`src/rtl/lb_defs.svh`:
```
// ---------------------------------------
// Shared size and constant macros for the
// local-bus subsystem: bus widths, trace
// memory geometry, ID word, heartbeat
// ---------------------------------------
`ifndef LB_DEFS_SVH
`define LB_DEFS_SVH

// Local bus address and data widths
`define LB_AW 16
`define LB_DW 32

// Trace data sample width
`define CTR_DW 16
// Run count width, max run is 2^CTR_TW - 1
`define CTR_TW 16
// Trace memory address width, 64 entries
`define CTR_AW 6

// Constant seen in the ID register
`define LB_ID_VALUE 32'h6E7E_0001

// Heartbeat counter width
// Kept small so the top bit toggles quickly in simulation
`define HB_BITS 8

`endif
```
`src/rtl/lb_pkg.sv`:
```
// ---------------------------------------
// Types shared by the local-bus subsystem:
// bus words, trace entry, address region
// ---------------------------------------
`default_nettype none

`include "lb_defs.svh"

package lb_pkg;

   // ---------------------------------------
   // Bus words
   // ---------------------------------------
   typedef logic [`LB_AW-1:0] lb_addr_t;
   typedef logic [`LB_DW-1:0] lb_data_t;

   // ---------------------------------------
   // Trace memory entry
   // ---------------------------------------
   // Run sits in the upper half of the bus word
   // Run is cycles the value was held, never zero
   typedef struct packed {
      logic [`CTR_TW-1:0] run;
      logic [`CTR_DW-1:0] data;
   } ctr_entry_t;

   // ---------------------------------------
   // Address regions
   // ---------------------------------------
   // Selected by the top address bit
   typedef enum logic {
      REGION_REGS  = 1'b0,
      REGION_TRACE = 1'b1
   } lb_region_e;

endpackage

`default_nettype wire

```
`src/rtl/lb_target_if.sv`:
```
// ---------------------------------------
// Router to target link: strobe, command
// and write data out, read data back
// ---------------------------------------
`timescale 1ns/1ps
`default_nettype none

interface lb_target_if;

   // Driven by the router
   logic             sel_strobe;
   logic             rnw;
   lb_pkg::lb_addr_t addr;
   lb_pkg::lb_data_t wdata;

   // Driven by the target, registered there
   lb_pkg::lb_data_t rdata;

   // Router side
   modport router (
      output sel_strobe,
      output rnw,
      output addr,
      output wdata,
      input  rdata
   );

   // Target side
   modport target (
      input  sel_strobe,
      input  rnw,
      input  addr,
      input  wdata,
      output rdata
   );

endinterface

`default_nettype wire

```
`src/rtl/lb_subsys_top.sv`:
```
// ---------------------------------------
// Local-bus subsystem top: router, status
// registers, capture trace and LED merge
// ---------------------------------------
`timescale 1ns/1ps
`default_nettype none

`include "lb_defs.svh"

module lb_subsys_top (
   input  wire               i_rst,
   input  wire               lb_clk,
   // Local bus from the Ethernet bridge
   input  wire               i_lb_valid,
   input  wire               i_lb_rnw,
   input  wire [`LB_AW-1:0]  i_lb_addr,
   input  wire [`LB_DW-1:0]  i_lb_wdata,
   output logic [`LB_DW-1:0] o_lb_rdata,
   // Debug bus capture
   input  wire               i_ctr_start,
   input  wire [`CTR_DW-1:0] i_ctr_data,
   // Board LEDs
   output logic [3:0]        o_led
);

   logic [2:0] led_regs;
   logic       ctr_done;

   // One link per target
   lb_target_if regs_bus ();
   lb_target_if trace_bus ();

   // ---------------------------------------
   // Bus routing
   // ---------------------------------------
   lb_router u_router (
      .lb_clk     (lb_clk),
      .i_rst      (i_rst),
      .i_lb_valid (i_lb_valid),
      .i_lb_rnw   (i_lb_rnw),
      .i_lb_addr  (i_lb_addr),
      .i_lb_wdata (i_lb_wdata),
      .o_lb_rdata (o_lb_rdata),
      .regs_bus   (regs_bus),
      .trace_bus  (trace_bus)
   );

   // ---------------------------------------
   // Targets
   // ---------------------------------------
   status_regs u_status_regs (
      .lb_clk     (lb_clk),
      .i_rst      (i_rst),
      .bus        (regs_bus),
      .o_led_regs (led_regs)
   );

   ctrace_capture u_ctrace (
      .lb_clk      (lb_clk),
      .i_rst       (i_rst),
      .i_ctr_start (i_ctr_start),
      .i_ctr_data  (i_ctr_data),
      .bus         (trace_bus),
      .o_ctr_done  (ctr_done)
   );

   // LED[3] trace done, LED[2:0] from the register bank
   assign o_led = {ctr_done, led_regs};

endmodule

`default_nettype wire

```
`src/rtl/ctrace_capture.sv`:
```
// ---------------------------------------
// Run-length capture of a debug bus into
// a trace memory, with bus readback of
// entries and a status word
// ---------------------------------------
`timescale 1ns/1ps
`default_nettype none

`include "lb_defs.svh"

module ctrace_capture (
   input  wire               lb_clk,
   input  wire               i_rst,
   input  wire               i_ctr_start,
   input  wire [`CTR_DW-1:0] i_ctr_data,
   lb_target_if.target       bus,
   output logic              o_ctr_done
);

   typedef enum logic [1:0] {
      ST_IDLE = 2'd0,
      ST_BUSY = 2'd1,
      ST_DONE = 2'd2
   } ctr_state_e;

   ctr_state_e                 state_q;
   // One extra bit so a full memory reads as 64
   logic [`CTR_AW:0]           fill_q;
   logic [`CTR_DW-1:0]         data_q;
   logic [`CTR_TW-1:0]         run_q;
   lb_pkg::ctr_entry_t         mem [2**`CTR_AW];
   lb_pkg::ctr_entry_t         entry_wr;
   logic                       busy;
   logic                       done;
   logic                       start_ok;
   logic                       extend;
   logic                       flush;
   logic                       last_slot;
   lb_pkg::lb_data_t           status_word;

   assign busy = (state_q == ST_BUSY);
   assign done = (state_q == ST_DONE);

   // Start honored only outside a capture
   assign start_ok = i_ctr_start && !busy;

   // Same value and room left in the run counter
   assign extend = busy && (i_ctr_data == data_q) && (run_q != {`CTR_TW{1'b1}});
   // Anything else closes the held run
   assign flush  = busy && !extend;

   // Slot 63 being written means the memory is full after this edge
   assign last_slot = (fill_q[`CTR_AW-1:0] == {`CTR_AW{1'b1}});

   // ---------------------------------------
   // Capture FSM
   // ---------------------------------------
   always_ff @(posedge lb_clk) begin
      if (i_rst) begin
         state_q <= ST_IDLE;
         fill_q  <= '0;
         data_q  <= '0;
         run_q   <= '0;
      end else if (start_ok) begin
         // First sample taken on the start edge
         state_q <= ST_BUSY;
         fill_q  <= '0;
         data_q  <= i_ctr_data;
         run_q   <= `CTR_TW'(1);
      end else if (extend) begin
         run_q <= run_q + 1'b1;
      end else if (flush) begin
         fill_q <= fill_q + 1'b1;
         data_q <= i_ctr_data;
         run_q  <= `CTR_TW'(1);
         // Pending run is dropped once full
         if (last_slot) begin
            state_q <= ST_DONE;
         end
      end
   end

   // ---------------------------------------
   // Trace memory
   // ---------------------------------------
   always_comb begin
      entry_wr.run  = run_q;
      entry_wr.data = data_q;
   end

   always_ff @(posedge lb_clk) begin
      if (flush) begin
         mem[fill_q[`CTR_AW-1:0]] <= entry_wr;
      end
   end

   // ---------------------------------------
   // Bus readback
   // ---------------------------------------
   // busy at 31, done at 30, fill count at the bottom
   assign status_word = {busy, done, {(`LB_DW-2-(`CTR_AW+1)){1'b0}}, fill_q};

   // Address bit CTR_AW picks status over memory
   // Writes into this region have no effect
   always_ff @(posedge lb_clk) begin
      if (bus.sel_strobe && bus.rnw) begin
         if (bus.addr[`CTR_AW]) begin
            bus.rdata <= status_word;
         end else begin
            bus.rdata <= mem[bus.addr[`CTR_AW-1:0]];
         end
      end
   end

   assign o_ctr_done = done;

endmodule

`default_nettype wire

```
`src/rtl/status_regs.sv`:
```
// ---------------------------------------
// Status register bank: ID, scratch,
// write counter, heartbeat, LED drive
// ---------------------------------------
`timescale 1ns/1ps
`default_nettype none

`include "lb_defs.svh"

module status_regs (
   input  wire         lb_clk,
   input  wire         i_rst,
   lb_target_if.target bus,
   output logic [2:0]  o_led_regs
);

   // Word addresses in the low 2 bits
   localparam logic [1:0] ADDR_ID      = 2'd0;
   localparam logic [1:0] ADDR_SCRATCH = 2'd1;
   localparam logic [1:0] ADDR_WRCNT   = 2'd2;
   localparam logic [1:0] ADDR_HB      = 2'd3;

   lb_pkg::lb_data_t     scratch_q;
   lb_pkg::lb_data_t     wr_count_q;
   logic [`HB_BITS-1:0]  hb_q;
   logic                 rd_act_q;
   lb_pkg::lb_data_t     rd_mux;
   logic                 wr_stb;
   logic                 rd_stb;

   assign wr_stb = bus.sel_strobe && !bus.rnw;
   assign rd_stb = bus.sel_strobe && bus.rnw;

   // ---------------------------------------
   // Write side
   // ---------------------------------------
   // Counter sees every write here, even to read-only words
   always_ff @(posedge lb_clk) begin
      if (i_rst) begin
         scratch_q  <= '0;
         wr_count_q <= '0;
      end else if (wr_stb) begin
         wr_count_q <= wr_count_q + 1'b1;
         if (bus.addr[1:0] == ADDR_SCRATCH) begin
            scratch_q <= bus.wdata;
         end
      end
   end

   // Free-running heartbeat, counts from reset
   always_ff @(posedge lb_clk) begin
      if (i_rst) begin
         hb_q <= '0;
      end else begin
         hb_q <= hb_q + 1'b1;
      end
   end

   // ---------------------------------------
   // Read side
   // ---------------------------------------
   always_comb begin
      case (bus.addr[1:0])
         ADDR_ID:      rd_mux = `LB_ID_VALUE;
         ADDR_SCRATCH: rd_mux = scratch_q;
         ADDR_WRCNT:   rd_mux = wr_count_q;
         ADDR_HB:      rd_mux = {{(`LB_DW-`HB_BITS){1'b0}}, hb_q};
         default:      rd_mux = '0;
      endcase
   end

   // Registered one cycle after the strobe, held otherwise
   always_ff @(posedge lb_clk) begin
      if (rd_stb) begin
         bus.rdata <= rd_mux;
      end
   end

   // One-cycle pulse after each read in this region
   always_ff @(posedge lb_clk) begin
      if (i_rst) begin
         rd_act_q <= 1'b0;
      end else begin
         rd_act_q <= rd_stb;
      end
   end

   // LED bits: heartbeat MSB, read activity, scratch bit 0
   assign o_led_regs = {hb_q[`HB_BITS-1], rd_act_q, scratch_q[0]};

endmodule

`default_nettype wire

```
`src/rtl/lb_router.sv`:
```
// ---------------------------------------
// Local bus router: region decode, strobe
// steering and registered read-data mux
// ---------------------------------------
`timescale 1ns/1ps
`default_nettype none

`include "lb_defs.svh"

module lb_router (
   input  wire               lb_clk,
   input  wire               i_rst,
   // Host side bus
   input  wire               i_lb_valid,
   input  wire               i_lb_rnw,
   input  lb_pkg::lb_addr_t  i_lb_addr,
   input  lb_pkg::lb_data_t  i_lb_wdata,
   output lb_pkg::lb_data_t  o_lb_rdata,
   // Targets
   lb_target_if.router       regs_bus,
   lb_target_if.router       trace_bus
);

   lb_pkg::lb_region_e region;
   lb_pkg::lb_region_e rd_region_q;
   logic               rd_pend_q;

   // ---------------------------------------
   // Decode and strobe steering
   // ---------------------------------------
   // Top address bit picks the region
   assign region = lb_pkg::lb_region_e'(i_lb_addr[`LB_AW-1]);

   // Only the addressed target sees the strobe
   assign regs_bus.sel_strobe  = i_lb_valid && (region == lb_pkg::REGION_REGS);
   assign trace_bus.sel_strobe = i_lb_valid && (region == lb_pkg::REGION_TRACE);

   // Command and payload fan out to both
   assign regs_bus.rnw    = i_lb_rnw;
   assign regs_bus.addr   = i_lb_addr;
   assign regs_bus.wdata  = i_lb_wdata;
   assign trace_bus.rnw   = i_lb_rnw;
   assign trace_bus.addr  = i_lb_addr;
   assign trace_bus.wdata = i_lb_wdata;

   // ---------------------------------------
   // Read return pipeline
   // ---------------------------------------
   // Stage 1 tracks which target owns the read,
   // the target registers its data meanwhile
   always_ff @(posedge lb_clk) begin
      if (i_rst) begin
         rd_pend_q   <= 1'b0;
         rd_region_q <= lb_pkg::REGION_REGS;
      end else begin
         rd_pend_q   <= i_lb_valid && i_lb_rnw;
         rd_region_q <= region;
      end
   end

   // Stage 2 captures the owner's data, held until the next read
   always_ff @(posedge lb_clk) begin
      if (i_rst) begin
         o_lb_rdata <= '0;
      end else if (rd_pend_q) begin
         if (rd_region_q == lb_pkg::REGION_TRACE) begin
            o_lb_rdata <= trace_bus.rdata;
         end else begin
            o_lb_rdata <= regs_bus.rdata;
         end
      end
   end

endmodule

`default_nettype wire

```
`config.mk`:
```
export PLATFORM = sky130hd
export DESIGN_NAME = lb_subsys_top
export DESIGN_NICKNAME = d
export VERILOG_FILES = /design/src/rtl/lb_pkg.sv /design/src/rtl/lb_target_if.sv /design/src/rtl/lb_subsys_top.sv /design/src/rtl/ctrace_capture.sv /design/src/rtl/status_regs.sv /design/src/rtl/lb_router.sv
export VERILOG_INCLUDE_DIRS = /design/src /design/src/rtl
export SDC_FILE = /design/constraint.sdc
export NUM_CORES = 2
export LEC_CHECK = 0
export BUFFER_PORTS_ARGS = -buffer_cell sky130_fd_sc_hd__buf_2
export CORE_ASPECT_RATIO = 0.7
export CORE_MARGIN = 4
export CORE_UTILIZATION = 45
export CTS_BUF_LIST = sky130_fd_sc_hd__clkbuf_16
export DETAILED_ROUTE_END_ITERATION = 12
export PLACE_DENSITY = 0.68
export SYNTH_ARGS = -nofsm -noshare
export SYNTH_HDL_FRONTEND = slang
export SYNTH_HIERARCHICAL = 1
export SYNTH_SLANG_ARGS = --single-unit
```
`constraint.sdc`:
```
create_clock -name lb_clk -period 9.3 [get_ports lb_clk]
set_input_delay 0.93 -clock lb_clk [delete_from_list [all_inputs] [get_ports lb_clk]]
set_output_delay 0.93 -clock lb_clk [all_outputs]
set_load 0.005 [all_outputs]
```
# == Word-level counts from Yosys, hierarchy flattened ==
# Memory sizes are Yosys's and may differ from the RTL's.
# Index checks and enable logic that the tools add are counted.
# totals
elab_cells,71
regBits,212
memories,1
ramBits,2048
# classes
reduce_logical,24
add_sub_neg,4
bitwise,2
eq_ne,9
n_mux,15
# mem_list
memory,depth,width,rd,rd_ports_with_merged_regs,wr,line_no,rtl
u_ctrace.mem,64,32,1,0,1,ctrace_capture.sv:31,lb_pkg::ctr_entry_t mem [2**`CTR_AW];
# op_table
op,count
$pmux W32 S4,1
$mux W16,5
$mux W32,2
$add A32 B1 Y32 const B,1
$add A16 B1 Y16 const B,1
$eq A16 B16 Y1,1
$ne A16 B16 Y1 const B,1
$logic_and A1 B1 Y1,10
$add A8 B1 Y8 const B,1
$add A7 B1 Y7 const B,1
$mux W1,7
$eq A2 B2 Y1 const B,3
$eq A6 B6 Y1 const B,1
$reduce_and A2 Y1,3
$reduce_and A3 Y1,2
$reduce_bool A2 Y1,3
$eq A2 B1 Y1 const B,2
$logic_not A1 Y1,3
$reduce_bool A3 Y1,1
$logic_not A2 Y1,1
$ne A2 B1 Y1 const B,1
$not A1 Y1,2
$reduce_or A2 Y1,1

# == Depth between registers and ports, before layout ==
# logic_depth
word_depth,8
mapped_depth,13
depth_no_buf,7

# == By module ==
# Netlist, hierarchy kept.
# modules_own_cells
mod,seq_area_each_um2,cells_per_inst,instances,area_each_um2
ctrace_capture,63280.7,3585,1,81535.7
status_regs,2422.3,458,1,4486.8
lb_router,680.7,248,1,2244.7
lb_subsys_top,0.0,1,1,7.5

# == Worst setup path before layout ==
# No wires, ideal clock.
# synth_path
path_type,reg2reg
startpoint,register u_ctrace.run_q[0]
endpoint,memory u_ctrace/mem[30][0] in the netlist's numbering (enable)
n_path_buf,1
setup_slack_ns,4.490
t_arrival_ns,4.389
path_stages_with_launch,9
setup_time_ns,0.421
path_cell_list,dfxtp_1 ha_1 nand3_2 nor4_4 and4_1 nor3_2 or3b_2 clkbuf_1 nor2_1
# synth_between
elab_chain_cells,6
# synth_lines
item,line_no,rtl
from (decl),ctrace_capture.sv:30,logic [`CTR_TW-1:0] run_q;
from (signal assigned),ctrace_capture.sv:69,run_q <= `CTR_TW'(1);
from (signal assigned),ctrace_capture.sv:71,run_q <= run_q + 1'b1;
from (signal assigned),ctrace_capture.sv:75,run_q <= `CTR_TW'(1);
$ne A16 B16 Y1,ctrace_capture.sv:48,assign extend = busy && (i_ctr_data == data_q) && (run_q != {`CTR_TW{1'b1}});
$logic_and A1 B1 Y1,ctrace_capture.sv:48,
$logic_not A1 Y1,ctrace_capture.sv:50,assign flush = busy && !extend;
$logic_and A1 B1 Y1,ctrace_capture.sv:50,
$mux W1,ctrace_capture.sv:92,if (flush) begin
$mux W1,ctrace_capture.sv:93,mem[fill_q[`CTR_AW-1:0]] <= entry_wr;
to (decl),ctrace_capture.sv:31,
# Every way passes these cells.

# == Worst setup path in the final report ==
# layout_path
startpoint,register u_ctrace.run_q[0]
endpoint,memory u_ctrace/mem[41][13] in the netlist's numbering (enable)
# Same word-level chain as after synthesis.

==> impl_results.md <==
- Num ports: ~110
- First-pass GRT wire length: just over 300000 um
- Clock Pin Slew Worst Setup and Hold Paths: 0.06 ns
- CP endpoint kind: flop
- Nets: roughly 4500
- TritonCTS clock tree: built
- Worst Setup Start Kind: flop
- Max stage delay cell, worst path: nor2_4
- Antenna-violating nets left: 0
- Hold Path Class: input pin to flop
- Latest clock arrival within the worst-skew pair: 0.85 ns
- RSZ-0062 raised after global routing: no
- Capture point of the worst reg-to-reg path: u_ctrace/mem[41][13]
- CTS Buf Count: 203
- Core ar.: between 0.15 and 0.2 sq mm
- Worst R2R Path Depth: 10
- Max-slew headroom: roughly 2.6%
- Switch share: 21.12%
- CTS Root Cell: clkbuf_16
- Logic pwr share: 4.8%
- Final min period: 5.269 ns
- Yosys warning total: 6
- Mapped Area: roughly 0.088 sq mm
- RR Startpoint: u_ctrace/run_q[0]
- Hold buffer count at cts: 0
- Share of layout cells above drive strength 1: 26.24%
- Status: finished, final reports clean
- Setup TNS: 0 ns
- Reg-to-reg slack, setup: 4.03 ns
- Initial antenna violation count: 16
- Fin Clk Skew: approximately 0.056 ns
- Worst Setup SP: u_ctrace/run_q[0]
- Top Usage Layer GRT: met1
- Endpoints failing hold: 0
- Crit path arrival time: roughly 5.7 ns
- Area Overhead vs Synth: 11.13%
- Post-Syn Instances: ~4200
- GPL Wtd Cong: around 0.87
- Vias in the first global route: between 40000 and 50000
- Final Max Slew Viols: 0
- DRC viols: 0
- Post-CTS Setup Bufs: 0
- Worst path max stage delay: just under 0.9 ns
- Static Leak: 31.46 nW
- Clk sinks: 2260
- M2 GR Usage: between 30% and 40%
- Worst EP required: approximately 9.8 ns
- Post-Syn Nets: ~4300
- Reg power frac: between 50% and 60%
- Pin count of the biggest net entering global routing: between 100 and 150
- Drt total wl: ~220000 um
- Pint: roughly 16 mW
- Die Height: 377.7 um
- Power per cell area: 203.2 mW/mm^2
- Max Fclk: ~190 MHz
- Clock power frac: 39.2%
- Slew @ Worst Pin: 1.453 ns
- DP HPWL: around 120000 um
- Met3 global-route usage: between 6 and 7%
- Worst-path cell chain: buf_4 -> ha_1 -> nand3_2 -> nor4_4 -> and4_1 -> nor3_4 -> buf_4 -> nand3b_1 -> nor2_4 -> buf_4
- Iteration-0 DRC Markers: 6713
- Met1 usage: between 30% and 40%
- Dpl ws: 4.054 ns
- Gr ovfl total: 0
- GRT Util Overall: 21.43%
- Routed wire per std cell: 30.56 um
- Worst-case clock buffer depth: 4
- Post-synthesis area per instance: 20.74 sq um
- Maxcap violations: 0
- Drt first pass iters: 6
- H-tree depth: 4
- Maximum vdd drop: about 0.16 mV
- Chip width: between 500 and 600 um
- Via density: about 6
- Die area: ~0.2 sq mm
- Part of the cycle the worst path needs: 56.65%
- Number of placement rows: between 100 and 150
- Via Count: 43670
- Final WS setup: 4.031 ns
- Initial Utilization: 45.35%
- Worst setup endpoint: u_ctrace/mem[41][13]
- Crit path kind: flop to flop
- IO Port Bufs: 96
- Worst-path fanout max: 69
- NetSw: 4.189 mW
- Post-cts gate resize count: 0
- CP dominant cell by count: buf_4
- Finish-stage setup viols: 0
[layout make-up]
cell class              instances  area (sq um)
well taps                    2603          3257
multi-input cells            1686         20200
flip-flops and latches       2260         66430
diodes                          3         7.507
clock inverters               152         869.6
repair buffers                239          1683
inverters                      11         41.29
fillers                     15280         96100
clock buffers                 206          5155
[cell usage in the layout, fill, tap and decap left out, types with 10 or more instances in the layout]
cell / instances
edfxtp_1: 2112
mux4_2: 546
clkbuf_16: 206
nand2_1: 168
buf_4: 138
mux2i_1: 137
dfxtp_1: 114
a21oi_1: 110
buf_2: 90
nor2_1: 90
nor2_4: 64
inv_1: 61
a211oi_1: 52
clkinv_1: 50
nor2b_1: 46
nand3_1: 42
o21ai_0: 42
a22oi_1: 41
mux2_2: 36
dfxtp_2: 34
clkinv_2: 29
xor2_1: 29
a22o_1: 29
o22ai_1: 25
nand2b_1: 22
o31ai_1: 19
or4_1: 18
a221o_1: 16
o211ai_1: 14
nor3_1: 14
nor4_1: 12
or3_1: 10
[state kept, by name, indices dropped and copies added (netlist names)]
register and cells:
u_ctrace/state_q 2, u_status_regs/rd_act_q 1, u_router/o_lb_rdata 32, u_ctrace/run_q 16, u_status_regs/wr_count_q 32, u_router/rd_region_q 1, u_router/rd_pend_q 1, u_ctrace/data_q 16
u_ctrace/fill_q 7, u_ctrace/mem 2048, u_status_regs/scratch_q 32, u_status_regs/bus.rdata 32, u_status_regs/hb_q 8, u_ctrace/bus.rdata 32
[power by group through the flow]
stage | Sequential [mW] | Combinational [mW] | Clock (mW)
floorplan | 11.4 | 0.582 | 0
global placement | 11.3 | 0.926 | 0
detailed placement | 11.3 | 0.941 | 0
CTS | 11.1 | 0.944 | 7.89
global route | 11.1 | 1.00 | 8.35
finish | 11.1 | 0.948 | 7.77
[critical path, delay by kind of cell, from the launching register on]
| family | cells | cell delay, ns |
|---|---|---|
| AND/OR/NAND/NOR | 6 | 2.76 |
| adder cells (fa/ha/maj) | 1 | 0.37 |
| buffers and inverters | 3 | 1.41 |
| flip-flops | 1 | 0.31 |
[metal layers]
| metal | wire, um | share of wire, % |
|---|---|---|
| met1 | 89460 | 41 |
| met3 | 28380 | 13 |
| met4 | 5331 | 2.4 |
| met5 | 449 | 0.21 |
| met2 | 95190 | 44 |
[through the flow]
step	hold slack, ns	instance area, sq um	total power, mW	util [%]	std cells
final	0.3341	97640	19.84	50.40	7160
after global routing	0.3158	97630	20.46	50.39	7158
after CTS	0.2853	97630	19.96	50.39	7157
after detailed placement	0.4484	91600	12.28	47.28	6799
after global placement	0.4417	91600	12.26	47.28	6799
after floorplan	0.4252	87860	11.96	-	4237
[worst min path at each step]
stage,endpoint,start,cells past startpoint
floorplan,u_status_regs/hb_q[0],u_status_regs/hb_q[0],1
global placement,u_status_regs/scratch_q[7],u_status_regs/scratch_q[7],2
detailed placement,u_status_regs/scratch_q[1],u_status_regs/scratch_q[1],2
CTS,u_router/rd_pend_q,i_lb_valid,3
global route,u_status_regs/scratch_q[0],i_lb_wdata[0],3
finish,u_router/rd_pend_q,i_lb_valid,3
Note: power is estimated with default switching activity, not from simulation.
